===== config.mk =====
export PLATFORM = sky130hd
export DESIGN_NAME = divSqrtUnit
export DESIGN_NICKNAME = d
export VERILOG_FILES = /design/src/design/divSqrtPkg.sv /design/src/design/divSqrtIf.sv /design/src/design/divSqrtPreproc.sv /design/src/design/divSqrtFsm.sv /design/src/design/divSqrtIter.sv /design/src/design/divSqrtPostproc.sv /design/src/design/divSqrtUnit.sv
export SDC_FILE = /design/constraint.sdc
export NUM_CORES = 1
export LEC_CHECK = 0
export BUFFER_PORTS_ARGS = -buffer_cell sky130_fd_sc_hd__buf_2
export CAP_MARGIN = 5
export CORE_AREA = 5 5 130 132
export DETAILED_ROUTE_END_ITERATION = 16
export DIE_AREA = 0 0 135 137
export RECOVER_POWER = 50
export SYNTH_ARGS = -nofsm -noshare
export SYNTH_HDL_FRONTEND = slang
export SYNTH_SLANG_ARGS = --single-unit
export TNS_END_PERCENT = 50

===== constraint.sdc =====
create_clock -name clk -period 5.5 [get_ports clk]
set_clock_uncertainty 0.1 [all_clocks]
set_input_delay 0.55 -clock clk [delete_from_list [all_inputs] [get_ports clk]]
set_output_delay 0.55 -clock clk [all_outputs]
set_load 0.03 [all_outputs]

===== src/design/divSqrtPkg.sv =====
// Shared types for the iterative divide and square root unit
// Operands are unsigned integers only, there is no signed or float support
// The special kinds cover only the cases that finish without iterating

package divSqrtPkg;

  //////////////////////////////
  // Operation select
  //////////////////////////////

  // One bit is enough since the unit does only two operations
  typedef enum logic [0:0] {
    OP_DIV  = 1'b0,
    OP_SQRT = 1'b1
  } opT;

  //////////////////////////////
  // Special case kinds
  //////////////////////////////

  // A zero dividend wins over a zero divisor for division
  typedef enum logic [1:0] {
    SPC_NONE    = 2'd0,
    SPC_ZERO    = 2'd1,
    SPC_DIVZERO = 2'd2
  } specialT;

endpackage


===== src/design/divSqrtIf.sv =====
// Launch bundle between the producer, the control FSM and the iteration buffer
// The producer fields are combinational from the operands and only meaningful
// in the cycle where launch is high
// The counter width must match the local counters of the FSM and the buffer

`timescale 1ns/1ps

interface divSqrtIf #(
  parameter int WIDTH = 16
);

  // Cycle counts go up to WIDTH so one extra value is needed
  localparam int CNT_W = $clog2(WIDTH + 1);

  // Operand capture strobe from the FSM
  logic                  launch;
  // Operation and special kind worked out by the producer
  divSqrtPkg::opT        op;
  divSqrtPkg::specialT   special;
  // Number of radix-2 steps the operation needs
  logic [CNT_W-1:0]      cycles;
  // Dividend shifted so the first step sees its top significant bit
  logic [WIDTH-1:0]      normX;
  // Divisor for division, zero for square root
  logic [WIDTH-1:0]      normY;

  // Producer drives the operand fields and sees the launch strobe
  modport pre  (output op, special, cycles, normX, normY, input launch);
  // Control only needs to know how long to stay busy
  modport ctl  (output launch, input special, cycles);
  // The buffer loads everything at launch
  modport iter (input launch, op, special, cycles, normX, normY);

endinterface


===== src/design/divSqrtPreproc.sv =====
// Producer stage, purely combinational from x, y and sqrt
// WIDTH must be even and between 8 and 32, since square root pairs the
// dividend bits starting at the LSB
// A zero x is special for both operations, a zero y only for division
// The special kind is not held here, the consumer registers it at launch

`timescale 1ns/1ps

module divSqrtPreproc #(
  parameter int WIDTH = 16
) (
  input  logic [WIDTH-1:0] x,
  input  logic [WIDTH-1:0] y,
  input  logic             sqrt,
  divSqrtIf.pre            link
);

  localparam int CNT_W = $clog2(WIDTH + 1);

  // Leading zeros and significant bits of the dividend
  logic [CNT_W-1:0] lz;
  logic [CNT_W-1:0] sigBits;
  // Square root shift is lz rounded down to an even count
  logic [CNT_W-1:0] sqrtShift;
  // One extra bit so the round up never wraps
  logic [CNT_W:0]   halfUp;

  // Odd widths would leave the top bit without a partner
  if ((WIDTH % 2) != 0 || WIDTH < 8 || WIDTH > 32) begin : gBadWidth
    $error("divSqrtPreproc needs an even WIDTH from 8 to 32");
  end

  //////////////////////////////
  // Leading zero count
  //////////////////////////////

  // Scan upward so the highest set bit makes the last assignment
  always_comb begin
    lz = CNT_W'(WIDTH);
    for (int i = 0; i < WIDTH; i++) begin
      if (x[i]) lz = CNT_W'(WIDTH - 1 - i);
    end
  end

  assign sigBits   = CNT_W'(WIDTH) - lz;
  assign sqrtShift = {lz[CNT_W-1:1], 1'b0};
  assign halfUp    = ({1'b0, sigBits} + 1'b1) >> 1;

  //////////////////////////////
  // Classification and normalization
  //////////////////////////////

  always_comb begin
    link.op = sqrt ? divSqrtPkg::OP_SQRT : divSqrtPkg::OP_DIV;
    // Zero dividend first, it also covers 0/0
    if (x == '0)               link.special = divSqrtPkg::SPC_ZERO;
    else if (!sqrt && y == '0) link.special = divSqrtPkg::SPC_DIVZERO;
    else                       link.special = divSqrtPkg::SPC_NONE;
    if (sqrt) begin
      // Two bits per step, half the significant bits rounded up
      link.cycles = halfUp[CNT_W-1:0];
      link.normX  = x << sqrtShift;
      link.normY  = '0;
    end else begin
      // One quotient bit per significant dividend bit
      link.cycles = sigBits;
      link.normX  = x << lz;
      link.normY  = y;
    end
  end

  // A normal launch with a zero count would leave the FSM stuck in BUSY
  always_comb begin
    if (link.launch && link.special == divSqrtPkg::SPC_NONE) begin
      assert (link.cycles != '0)
        else $error("normal launch with zero cycle count");
    end
  end

endmodule


===== src/design/divSqrtFsm.sv =====
// Control FSM for one operation at a time that steps through IDLE, BUSY and DONE
// Special cases skip BUSY and reach DONE one edge after launch
// Stall blocks a new launch and holds DONE
// Flush returns to IDLE from any state
// Busy covers the launch cycle too, so it is high from launch until done

`timescale 1ns/1ps

module divSqrtFsm #(
  parameter int WIDTH = 16
) (
  input  logic  clk,
  input  logic  rst,
  input  logic  start,
  input  logic  stall,
  input  logic  flush,
  divSqrtIf.ctl link,
  output logic  busy,
  output logic  done
);

  localparam int CNT_W = $clog2(WIDTH + 1);

  typedef enum logic [1:0] {
    IDLE,
    BUSY,
    DONE
  } stateT;

  stateT            state;
  // Remaining BUSY cycles as loaded from the producer count
  logic [CNT_W-1:0] step;
  logic             isSpecial;

  //////////////////////////////
  // Outputs
  //////////////////////////////

  // Operands are only taken here when the unit is idle and not stalled
  assign link.launch = start & (state == IDLE) & ~stall;
  assign isSpecial   = (link.special != divSqrtPkg::SPC_NONE);
  assign busy        = (state == BUSY) | link.launch;
  assign done        = (state == DONE);

  //////////////////////////////
  // State and step counter
  //////////////////////////////

  always_ff @(posedge clk) begin
    if (rst | flush) begin
      state <= IDLE;
      step  <= '0;
    end else if (link.launch) begin
      step  <= link.cycles;
      // Special cases have a fixed result and need no steps
      state <= isSpecial ? DONE : BUSY;
    end else if (state == BUSY) begin
      // The buffer does its last step in the same cycle that step is one
      if (step == CNT_W'(1)) state <= DONE;
      step <= step - 1'b1;
    end else if (state == DONE) begin
      // Result stays presented until the consumer side lets go
      if (!stall) state <= IDLE;
    end
  end

  // An accepted launch always leaves IDLE unless flushed in the same cycle
  launchLeavesIdle: assert property (
    @(posedge clk) disable iff (rst)
    link.launch && !flush |=> state != IDLE
  );

  // A zero count from the producer would wrap the counter and hang in BUSY
  stepNonZero: assert property (
    @(posedge clk) disable iff (rst)
    state == BUSY |-> step != '0
  );

endmodule


===== src/design/divSqrtIter.sv =====
// Iteration buffer, one radix-2 step per busy cycle after launch
// Division is restoring, square root is digit by digit on bit pairs
// The quotient and remainder outputs are the values the current step writes,
// so they are only meaningful while finish is high
// Payload registers have no reset, only the step counter does

`timescale 1ns/1ps

module divSqrtIter #(
  parameter int WIDTH = 16
) (
  input  logic              clk,
  input  logic              rst,
  input  logic              busy,
  divSqrtIf.iter            link,
  output logic [WIDTH-1:0]  quotient,
  output logic [WIDTH-1:0]  remainder,
  output logic              finish
);

  localparam int CNT_W = $clog2(WIDTH + 1);

  // Partial remainder needs one bit above the operand width
  logic [WIDTH:0]   remReg;
  logic [WIDTH:0]   remNext;
  // Shifted dividend, divisor and quotient or root bits
  logic [WIDTH-1:0] dvdReg;
  logic [WIDTH-1:0] dvdNext;
  logic [WIDTH-1:0] dvsReg;
  logic [WIDTH-1:0] quoReg;
  logic [WIDTH-1:0] quoNext;
  divSqrtPkg::opT   opReg;
  logic [CNT_W-1:0] cnt;
  logic             step;
  // Trial operands and their difference with a sign bit
  logic [WIDTH:0]   trialRem;
  logic [WIDTH:0]   trialSub;
  logic [WIDTH+1:0] diff;

  // Busy includes the launch cycle, which only loads
  assign step = busy & ~link.launch;

  //////////////////////////////
  // One radix-2 step
  //////////////////////////////

  always_comb begin
    if (opReg == divSqrtPkg::OP_SQRT) begin
      // Bring in the next bit pair and try to subtract 4*root+1
      trialRem = {remReg[WIDTH-2:0], dvdReg[WIDTH-1:WIDTH-2]};
      trialSub = {quoReg[WIDTH-2:0], 2'b01};
      dvdNext  = {dvdReg[WIDTH-3:0], 2'b00};
    end else begin
      // Bring in the next dividend bit and try to subtract the divisor
      trialRem = {remReg[WIDTH-1:0], dvdReg[WIDTH-1]};
      trialSub = {1'b0, dvsReg};
      dvdNext  = {dvdReg[WIDTH-2:0], 1'b0};
    end
    diff = {1'b0, trialRem} - {1'b0, trialSub};
    // Negative difference restores the old partial remainder
    if (diff[WIDTH+1]) begin
      remNext = trialRem;
      quoNext = {quoReg[WIDTH-2:0], 1'b0};
    end else begin
      remNext = diff[WIDTH:0];
      quoNext = {quoReg[WIDTH-2:0], 1'b1};
    end
  end

  //////////////////////////////
  // Registers
  //////////////////////////////

  always_ff @(posedge clk) begin
    if (link.launch) begin
      remReg <= '0;
      quoReg <= '0;
      dvdReg <= link.normX;
      dvsReg <= link.normY;
      opReg  <= link.op;
    end else if (step) begin
      remReg <= remNext;
      quoReg <= quoNext;
      dvdReg <= dvdNext;
    end
  end

  // Own copy of the count so finish lines up with the last step
  always_ff @(posedge clk) begin
    if (rst) begin
      cnt <= '0;
    end else if (link.launch) begin
      cnt <= link.cycles;
    end else if (step && cnt != '0) begin
      cnt <= cnt - 1'b1;
    end
  end

  assign finish    = step & (cnt == CNT_W'(1));
  assign quotient  = quoNext;
  // Final remainders are below the divisor or at most twice the root
  assign remainder = remNext[WIDTH-1:0];

  // Restoring division keeps the partial remainder below the divisor
  divRemBelowDivisor: assert property (
    @(posedge clk) disable iff (rst)
    step && opReg == divSqrtPkg::OP_DIV |-> remReg < {1'b0, dvsReg}
  );

endmodule


===== src/design/divSqrtPostproc.sv =====
// Consumer stage that presents the final quotient and remainder
// Special results are written on the launch edge, iterated ones on the edge
// that ends the finish pulse, so both are valid when done rises
// Results hold until the next operation writes them

`timescale 1ns/1ps

module divSqrtPostproc #(
  parameter int WIDTH = 16
) (
  input  logic                clk,
  input  logic                rst,
  input  logic                launch,
  input  divSqrtPkg::specialT special,
  input  logic [WIDTH-1:0]    quotient,
  input  logic [WIDTH-1:0]    remainder,
  input  logic                finish,
  input  logic [WIDTH-1:0]    x,
  output logic [WIDTH-1:0]    resultQ,
  output logic [WIDTH-1:0]    resultR,
  output logic                specialCase,
  output logic                divByZero
);

  // Kind of the operation currently presented
  divSqrtPkg::specialT spcKind;

  always_ff @(posedge clk) begin
    if (rst) begin
      spcKind <= divSqrtPkg::SPC_NONE;
      resultQ <= '0;
      resultR <= '0;
    end else if (launch) begin
      spcKind <= special;
      // Fixed results need no iteration
      case (special)
        divSqrtPkg::SPC_ZERO: begin
          resultQ <= '0;
          resultR <= '0;
        end
        divSqrtPkg::SPC_DIVZERO: begin
          // All ones quotient and the untouched dividend as remainder
          resultQ <= '1;
          resultR <= x;
        end
        default: begin
          // Normal case keeps the old result until finish
        end
      endcase
    end else if (finish) begin
      resultQ <= quotient;
      resultR <= remainder;
    end
  end

  assign specialCase = (spcKind != divSqrtPkg::SPC_NONE);
  assign divByZero   = (spcKind == divSqrtPkg::SPC_DIVZERO);

  // The buffer only iterates for normal operations
  finishOnlyNormal: assert property (
    @(posedge clk) disable iff (rst)
    finish |-> spcKind == divSqrtPkg::SPC_NONE
  );

endmodule


===== src/design/divSqrtUnit.sv =====
// Iterative unsigned divide and integer square root unit
// One operation in flight, start is taken only when idle and not stalled
// Results are valid while done is high and hold until the next done
// WIDTH must be even, from 8 to 32

`timescale 1ns/1ps

module divSqrtUnit #(
  parameter int WIDTH = 16
) (
  input  logic             clk,
  input  logic             rst,
  input  logic             start,
  input  logic             sqrt,
  input  logic             stall,
  input  logic             flush,
  input  logic [WIDTH-1:0] x,
  input  logic [WIDTH-1:0] y,
  output logic             busy,
  output logic             done,
  output logic             specialCase,
  output logic             divByZero,
  output logic [WIDTH-1:0] quotient,
  output logic [WIDTH-1:0] remainder
);

  // Buffer to consumer path
  logic [WIDTH-1:0] iterQ;
  logic [WIDTH-1:0] iterR;
  logic             iterFinish;

  divSqrtIf #(.WIDTH(WIDTH)) link ();

  //////////////////////////////
  // Stages
  //////////////////////////////

  divSqrtPreproc #(.WIDTH(WIDTH)) u_preproc (
    .x(x), .y(y), .sqrt(sqrt), .link(link.pre)
  );

  divSqrtFsm #(.WIDTH(WIDTH)) u_fsm (
    .clk(clk), .rst(rst), .start(start), .stall(stall), .flush(flush),
    .link(link.ctl), .busy(busy), .done(done)
  );

  divSqrtIter #(.WIDTH(WIDTH)) u_iter (
    .clk(clk), .rst(rst), .busy(busy), .link(link.iter),
    .quotient(iterQ), .remainder(iterR), .finish(iterFinish)
  );

  divSqrtPostproc #(.WIDTH(WIDTH)) u_postproc (
    .clk(clk), .rst(rst), .launch(link.launch), .special(link.special),
    .quotient(iterQ), .remainder(iterR), .finish(iterFinish), .x(x),
    .resultQ(quotient), .resultR(remainder),
    .specialCase(specialCase), .divByZero(divByZero)
  );

endmodule


==> run_results.csv <==
group,metric,value,unit
clock_tree,postCtsResizedCells,0,
floorplanning,initial_utilization,44.26,%
sta,setup_viol,0,
synth,synth_area_per_cell,8.863,um2
sta,fin_crit_sh,73.72,%
worst_setup_path,r2r_cells,10,
power_and_ir_drop,fin_total_pwr,2.323,mW
grt,gr-total-overflow,0,
synth,yosys.area.top_type,"dfxtp_1",
power_and_ir_drop,pwr-share-comb,30.7,%
route,drc_errors,0,
worst_setup_path,r2r-start,"u_iter.opReg$_DFFE_PP_",
floorplanning,dieArea,18500,um2
synth,seq_area_frac_synth,36.68,%
synth,ys.flop_type,"dfxtp_1",
hold_path,whs_endpoint,"u_iter.remReg[15]$_SDFFE_PP0P_",
synth,synth_top_area_share,22.33,%
clock_tree,cts_root_buf,"clkbuf_16",
grt,antenna_found_initial,0,
synth,synth-seq-cells,110,
clock_tree,clock-sinks,110,
route,vias,6072,
placed_design,gp_congestion,0.8909,
worst_setup_path,crit_type,"flop to flop",
power_and_ir_drop,p_sw_share,33.84,%
synth,yosysWarnings,0,
synth,syn-instance-count,779,
synth,syn_area,6904,um2
synth,synthArstFlopShare,0,%
clock_tree,cts_hold_buf,0,
floorplanning,rows,46,
sta,min_period,4.055,ns
final_layout,antennaDiodeCount,0,
power_and_ir_drop,power.internal,1.537,mW
floorplanning,ioPinCount,74,
clock_tree,max-clock-path-buffers,2,
worst_setup_path,path_max_fanout,17,
hold_path,min_path_cells,2,
worst_setup_path,cp_num_buf_inv,1,
placed_design,dp_hpwl,14860,um
worst_setup_path,r2r_slack,1.45,ns
power_and_ir_drop,seqPwrFrac,40.4,%
clock_tree,cts_buffers,9,
run,maxCapViolations,0,
worst_setup_path,slowest_stage,"o41ai_4",
sta,tightestPinTransition,1.319,ns
sta,drv_slew,0,
final_layout,fillers,1553,
final_layout,layout_commonest_cell,"nor2_1",
clock_tree,cts_tree,"done",
sta,rsz0062_at_grt,"false",
worst_setup_path,critPathTopFamily,"compound AO/OA/AOI/OAI gates",
synth,syn-num-nets,846,
route,finalWirelength,20030,um
sta,hold_viol,0,
final_layout,final_cell_mix,"103 x nor2_1, 79 x mux2i_1, 77 x dfxtp_1",
floorplanning,core-area,15600,um2
sta,holdWs,0.3787,ns
power_and_ir_drop,peakVddDrop,0.1541,mV
worst_setup_path,rr_endpoint,"u_postproc.resultR[14]$_SDFFE_PP0P_",
clock_tree,cts.clk_slew.worst_paths,0.08,ns
worst_setup_path,cp.arrival,4.16,ns
synth,yosys-top-cells-area,"dfxtp_1 22%, edfxtp_1 14%, mux2i_1 11%",
route,drt_iter0_markers,433,
sta,tns,0,ns
worst_setup_path,critPathCaptureType,"flop",
floorplanning,dieHeight,137,um
sta,fmax,246.6,MHz
worst_setup_path,start_kind,"flop",
worst_setup_path,slowest_delay,0.76,ns
grt,grt_pass1_wl,31830,um
final_layout,drive_above_1_share,13.10,%
synth,synth_cell_type_count,72,
hold_path,hold_path_class,"flop to flop",
power_and_ir_drop,clockPowerShare,28.9,%
final_layout,area_delta_synth_final,11.22,%
final_layout,fin_nets,894,
clock_tree,clk_latency,0.36,ns
final_layout,stdcell_count,1048,
clock_tree,htreeDepth,3,
run_status,outcome,"finished, final reports clean",
grt,grt_start_max_net_pins,66,
route,post_drt_wl_per_cell,19.11,um
route,ant_nets,0,
worst_setup_path,worstPathCellList,"buf_4, mux2_2, ha_1, or3_4, o2111ai_2, a21oi_2, o41ai_4, mux2_2, a221oi_1, nor3_1",
grt,grt_pass1_vias,5869,
clock_tree,cts_setup_buffers,0,
route,vias_per_cell,5.794,
power_and_ir_drop,leakagePower,3.046,nW
worst_setup_path,cp_common_cell,"mux2_2",
power_and_ir_drop,power.density,302.5,nW/um2
route,first_pass_iters,5,
synth,synth_edf_count,33,
floorplanning,die_w,135,um
grt,track_usage,21.86,%
placed_design,place_inst,1032,
placed_design,numPortBuffers,73,
power_and_ir_drop,switching_power,786.0,uW
worst_setup_path,required,5.61,ns
hold_path,worstHoldStart,"u_iter.remReg[15]$_SDFFE_PP0P_",
sta,max-slew-margin-rel,12.10,%
state kept, by name, summed over array words and instances (netlist names):
register            flops
u_postproc.resultR     16
u_iter.opReg            1
u_iter.quoReg          15
u_iter.cnt              5
u_postproc.spcKind      2
u_iter.dvdReg          16
u_fsm.state             2
u_iter.remReg          16
u_fsm.step              5
u_postproc.resultQ     16
u_iter.dvsReg          16
area by class of cell:
class,count,area [um2],area share (%)
clock buffer,10,229.0,2.982
clock inverter,6,68.82,0.8962
inverter,27,101.3,1.320
multi-input combinational,595,4075,53.07
sequential,110,2532,32.98
tap,216,270.3,3.520
timing repair buffer,84,401.6,5.231
how the worst max path moves through the flow:
stage | start | end | slack, ns | depth (start not counted)
final | u_iter.opReg$_DFFE_PP_ | u_postproc.resultR[14]$_SDFFE_PP0P_ | 1.45 | 10
after global routing | u_iter.opReg$_DFFE_PP_ | u_postproc.resultR[14]$_SDFFE_PP0P_ | 1.14 | 12
after CTS | u_iter.opReg$_DFFE_PP_ | u_postproc.resultR[11]$_SDFFE_PP0P_ | 1.43 | 10
after detailed placement | u_iter.opReg$_DFFE_PP_ | u_postproc.resultR[11]$_SDFFE_PP0P_ | 1.46 | 10
after global placement | u_iter.opReg$_DFFE_PP_ | u_postproc.resultR[14]$_SDFFE_PP0P_ | 1.56 | 10
after floorplan | u_iter.opReg$_DFFE_PP_ | u_postproc.resultR[9]$_SDFFE_PP0P_ | 0.81 | 14
cell usage after synthesis (5+ instances only):
library cell and n:
a221oi_1 11, mux2_2 23, ha_1 28, o211ai_1 5, buf_1 5, buf_2 9, or2_2 5, nand2_1 39
mux2i_1 79, nor4_1 9, xor2_1 8, inv_1 24, nand2b_1 11, clkbuf_1 31, o21ai_0 38, nand3_1 10
xnor2_1 9, a21oi_1 65, o21ai_1 5, or4_1 5, a211oi_1 17, nor2_1 102, nor3_1 33, dfxtp_1 77
edfxtp_1 33, nor2b_1 21
power groups by stage:
| stage | logic (mW) | registers, mW | clock network (mW) |
|---|---|---|---|
| 2_1_floorplan | 0.505 | 0.977 | 0 |
| 3_3_place_gp | 0.697 | 0.954 | 0 |
| 3_5_place_dp | 0.714 | 0.955 | 0 |
| 4_1_cts | 0.718 | 0.937 | 0.682 |
| 5_1_grt | 0.786 | 0.945 | 0.720 |
| 6_report | 0.714 | 0.939 | 0.670 |
worst reg2reg max path: stages, from the launching register on:
cell and delay, ns:
edfxtp_1 0.43, buf_4 0.33, mux2_2 0.39, ha_1 0.28, or3_4 0.43, o2111ai_2 0.24
a21oi_2 0.12, o41ai_4 0.76, mux2_2 0.43, a221oi_1 0.30, nor3_1 0.09
metrics by stage:
step / cell area, um2 / worst slack (ns) / util [%]
6_report: 7679 / 1.445 / 49.23
4_1_cts: 7727 / 1.434 / 49.54
3_3_place_gp: 7430 / 1.562 / 47.63
5_1_grt: 7679 / 1.136 / 49.23
2_1_floorplan: 6904 / 0.8148 / -
3_5_place_dp: 7430 / 1.458 / 47.63
logic make-up (layout without fill, tap and decap cells):
kind of cell    after synthesis  in the layout  synth area share, %
simple gates                260            260                18.54
compound gates              186            186                17.47
flops                       110            110                36.68
mux                         102            102                15.20
buf+inv                      74            127                4.349
fa+ha+maj                    29             29                5.364
xor+xnor                     18             18                2.392
layer usage:
metal  part of all wire, %  track usage [%]  up-vias
met5                     0                0        -
met4                   2.1            7.055        0
met3                   5.2            3.346       33
met2                    46            36.05      204
met1                    46            29.56     2898
li1                      -                -     2937
(Power assumes the default switching activity.)
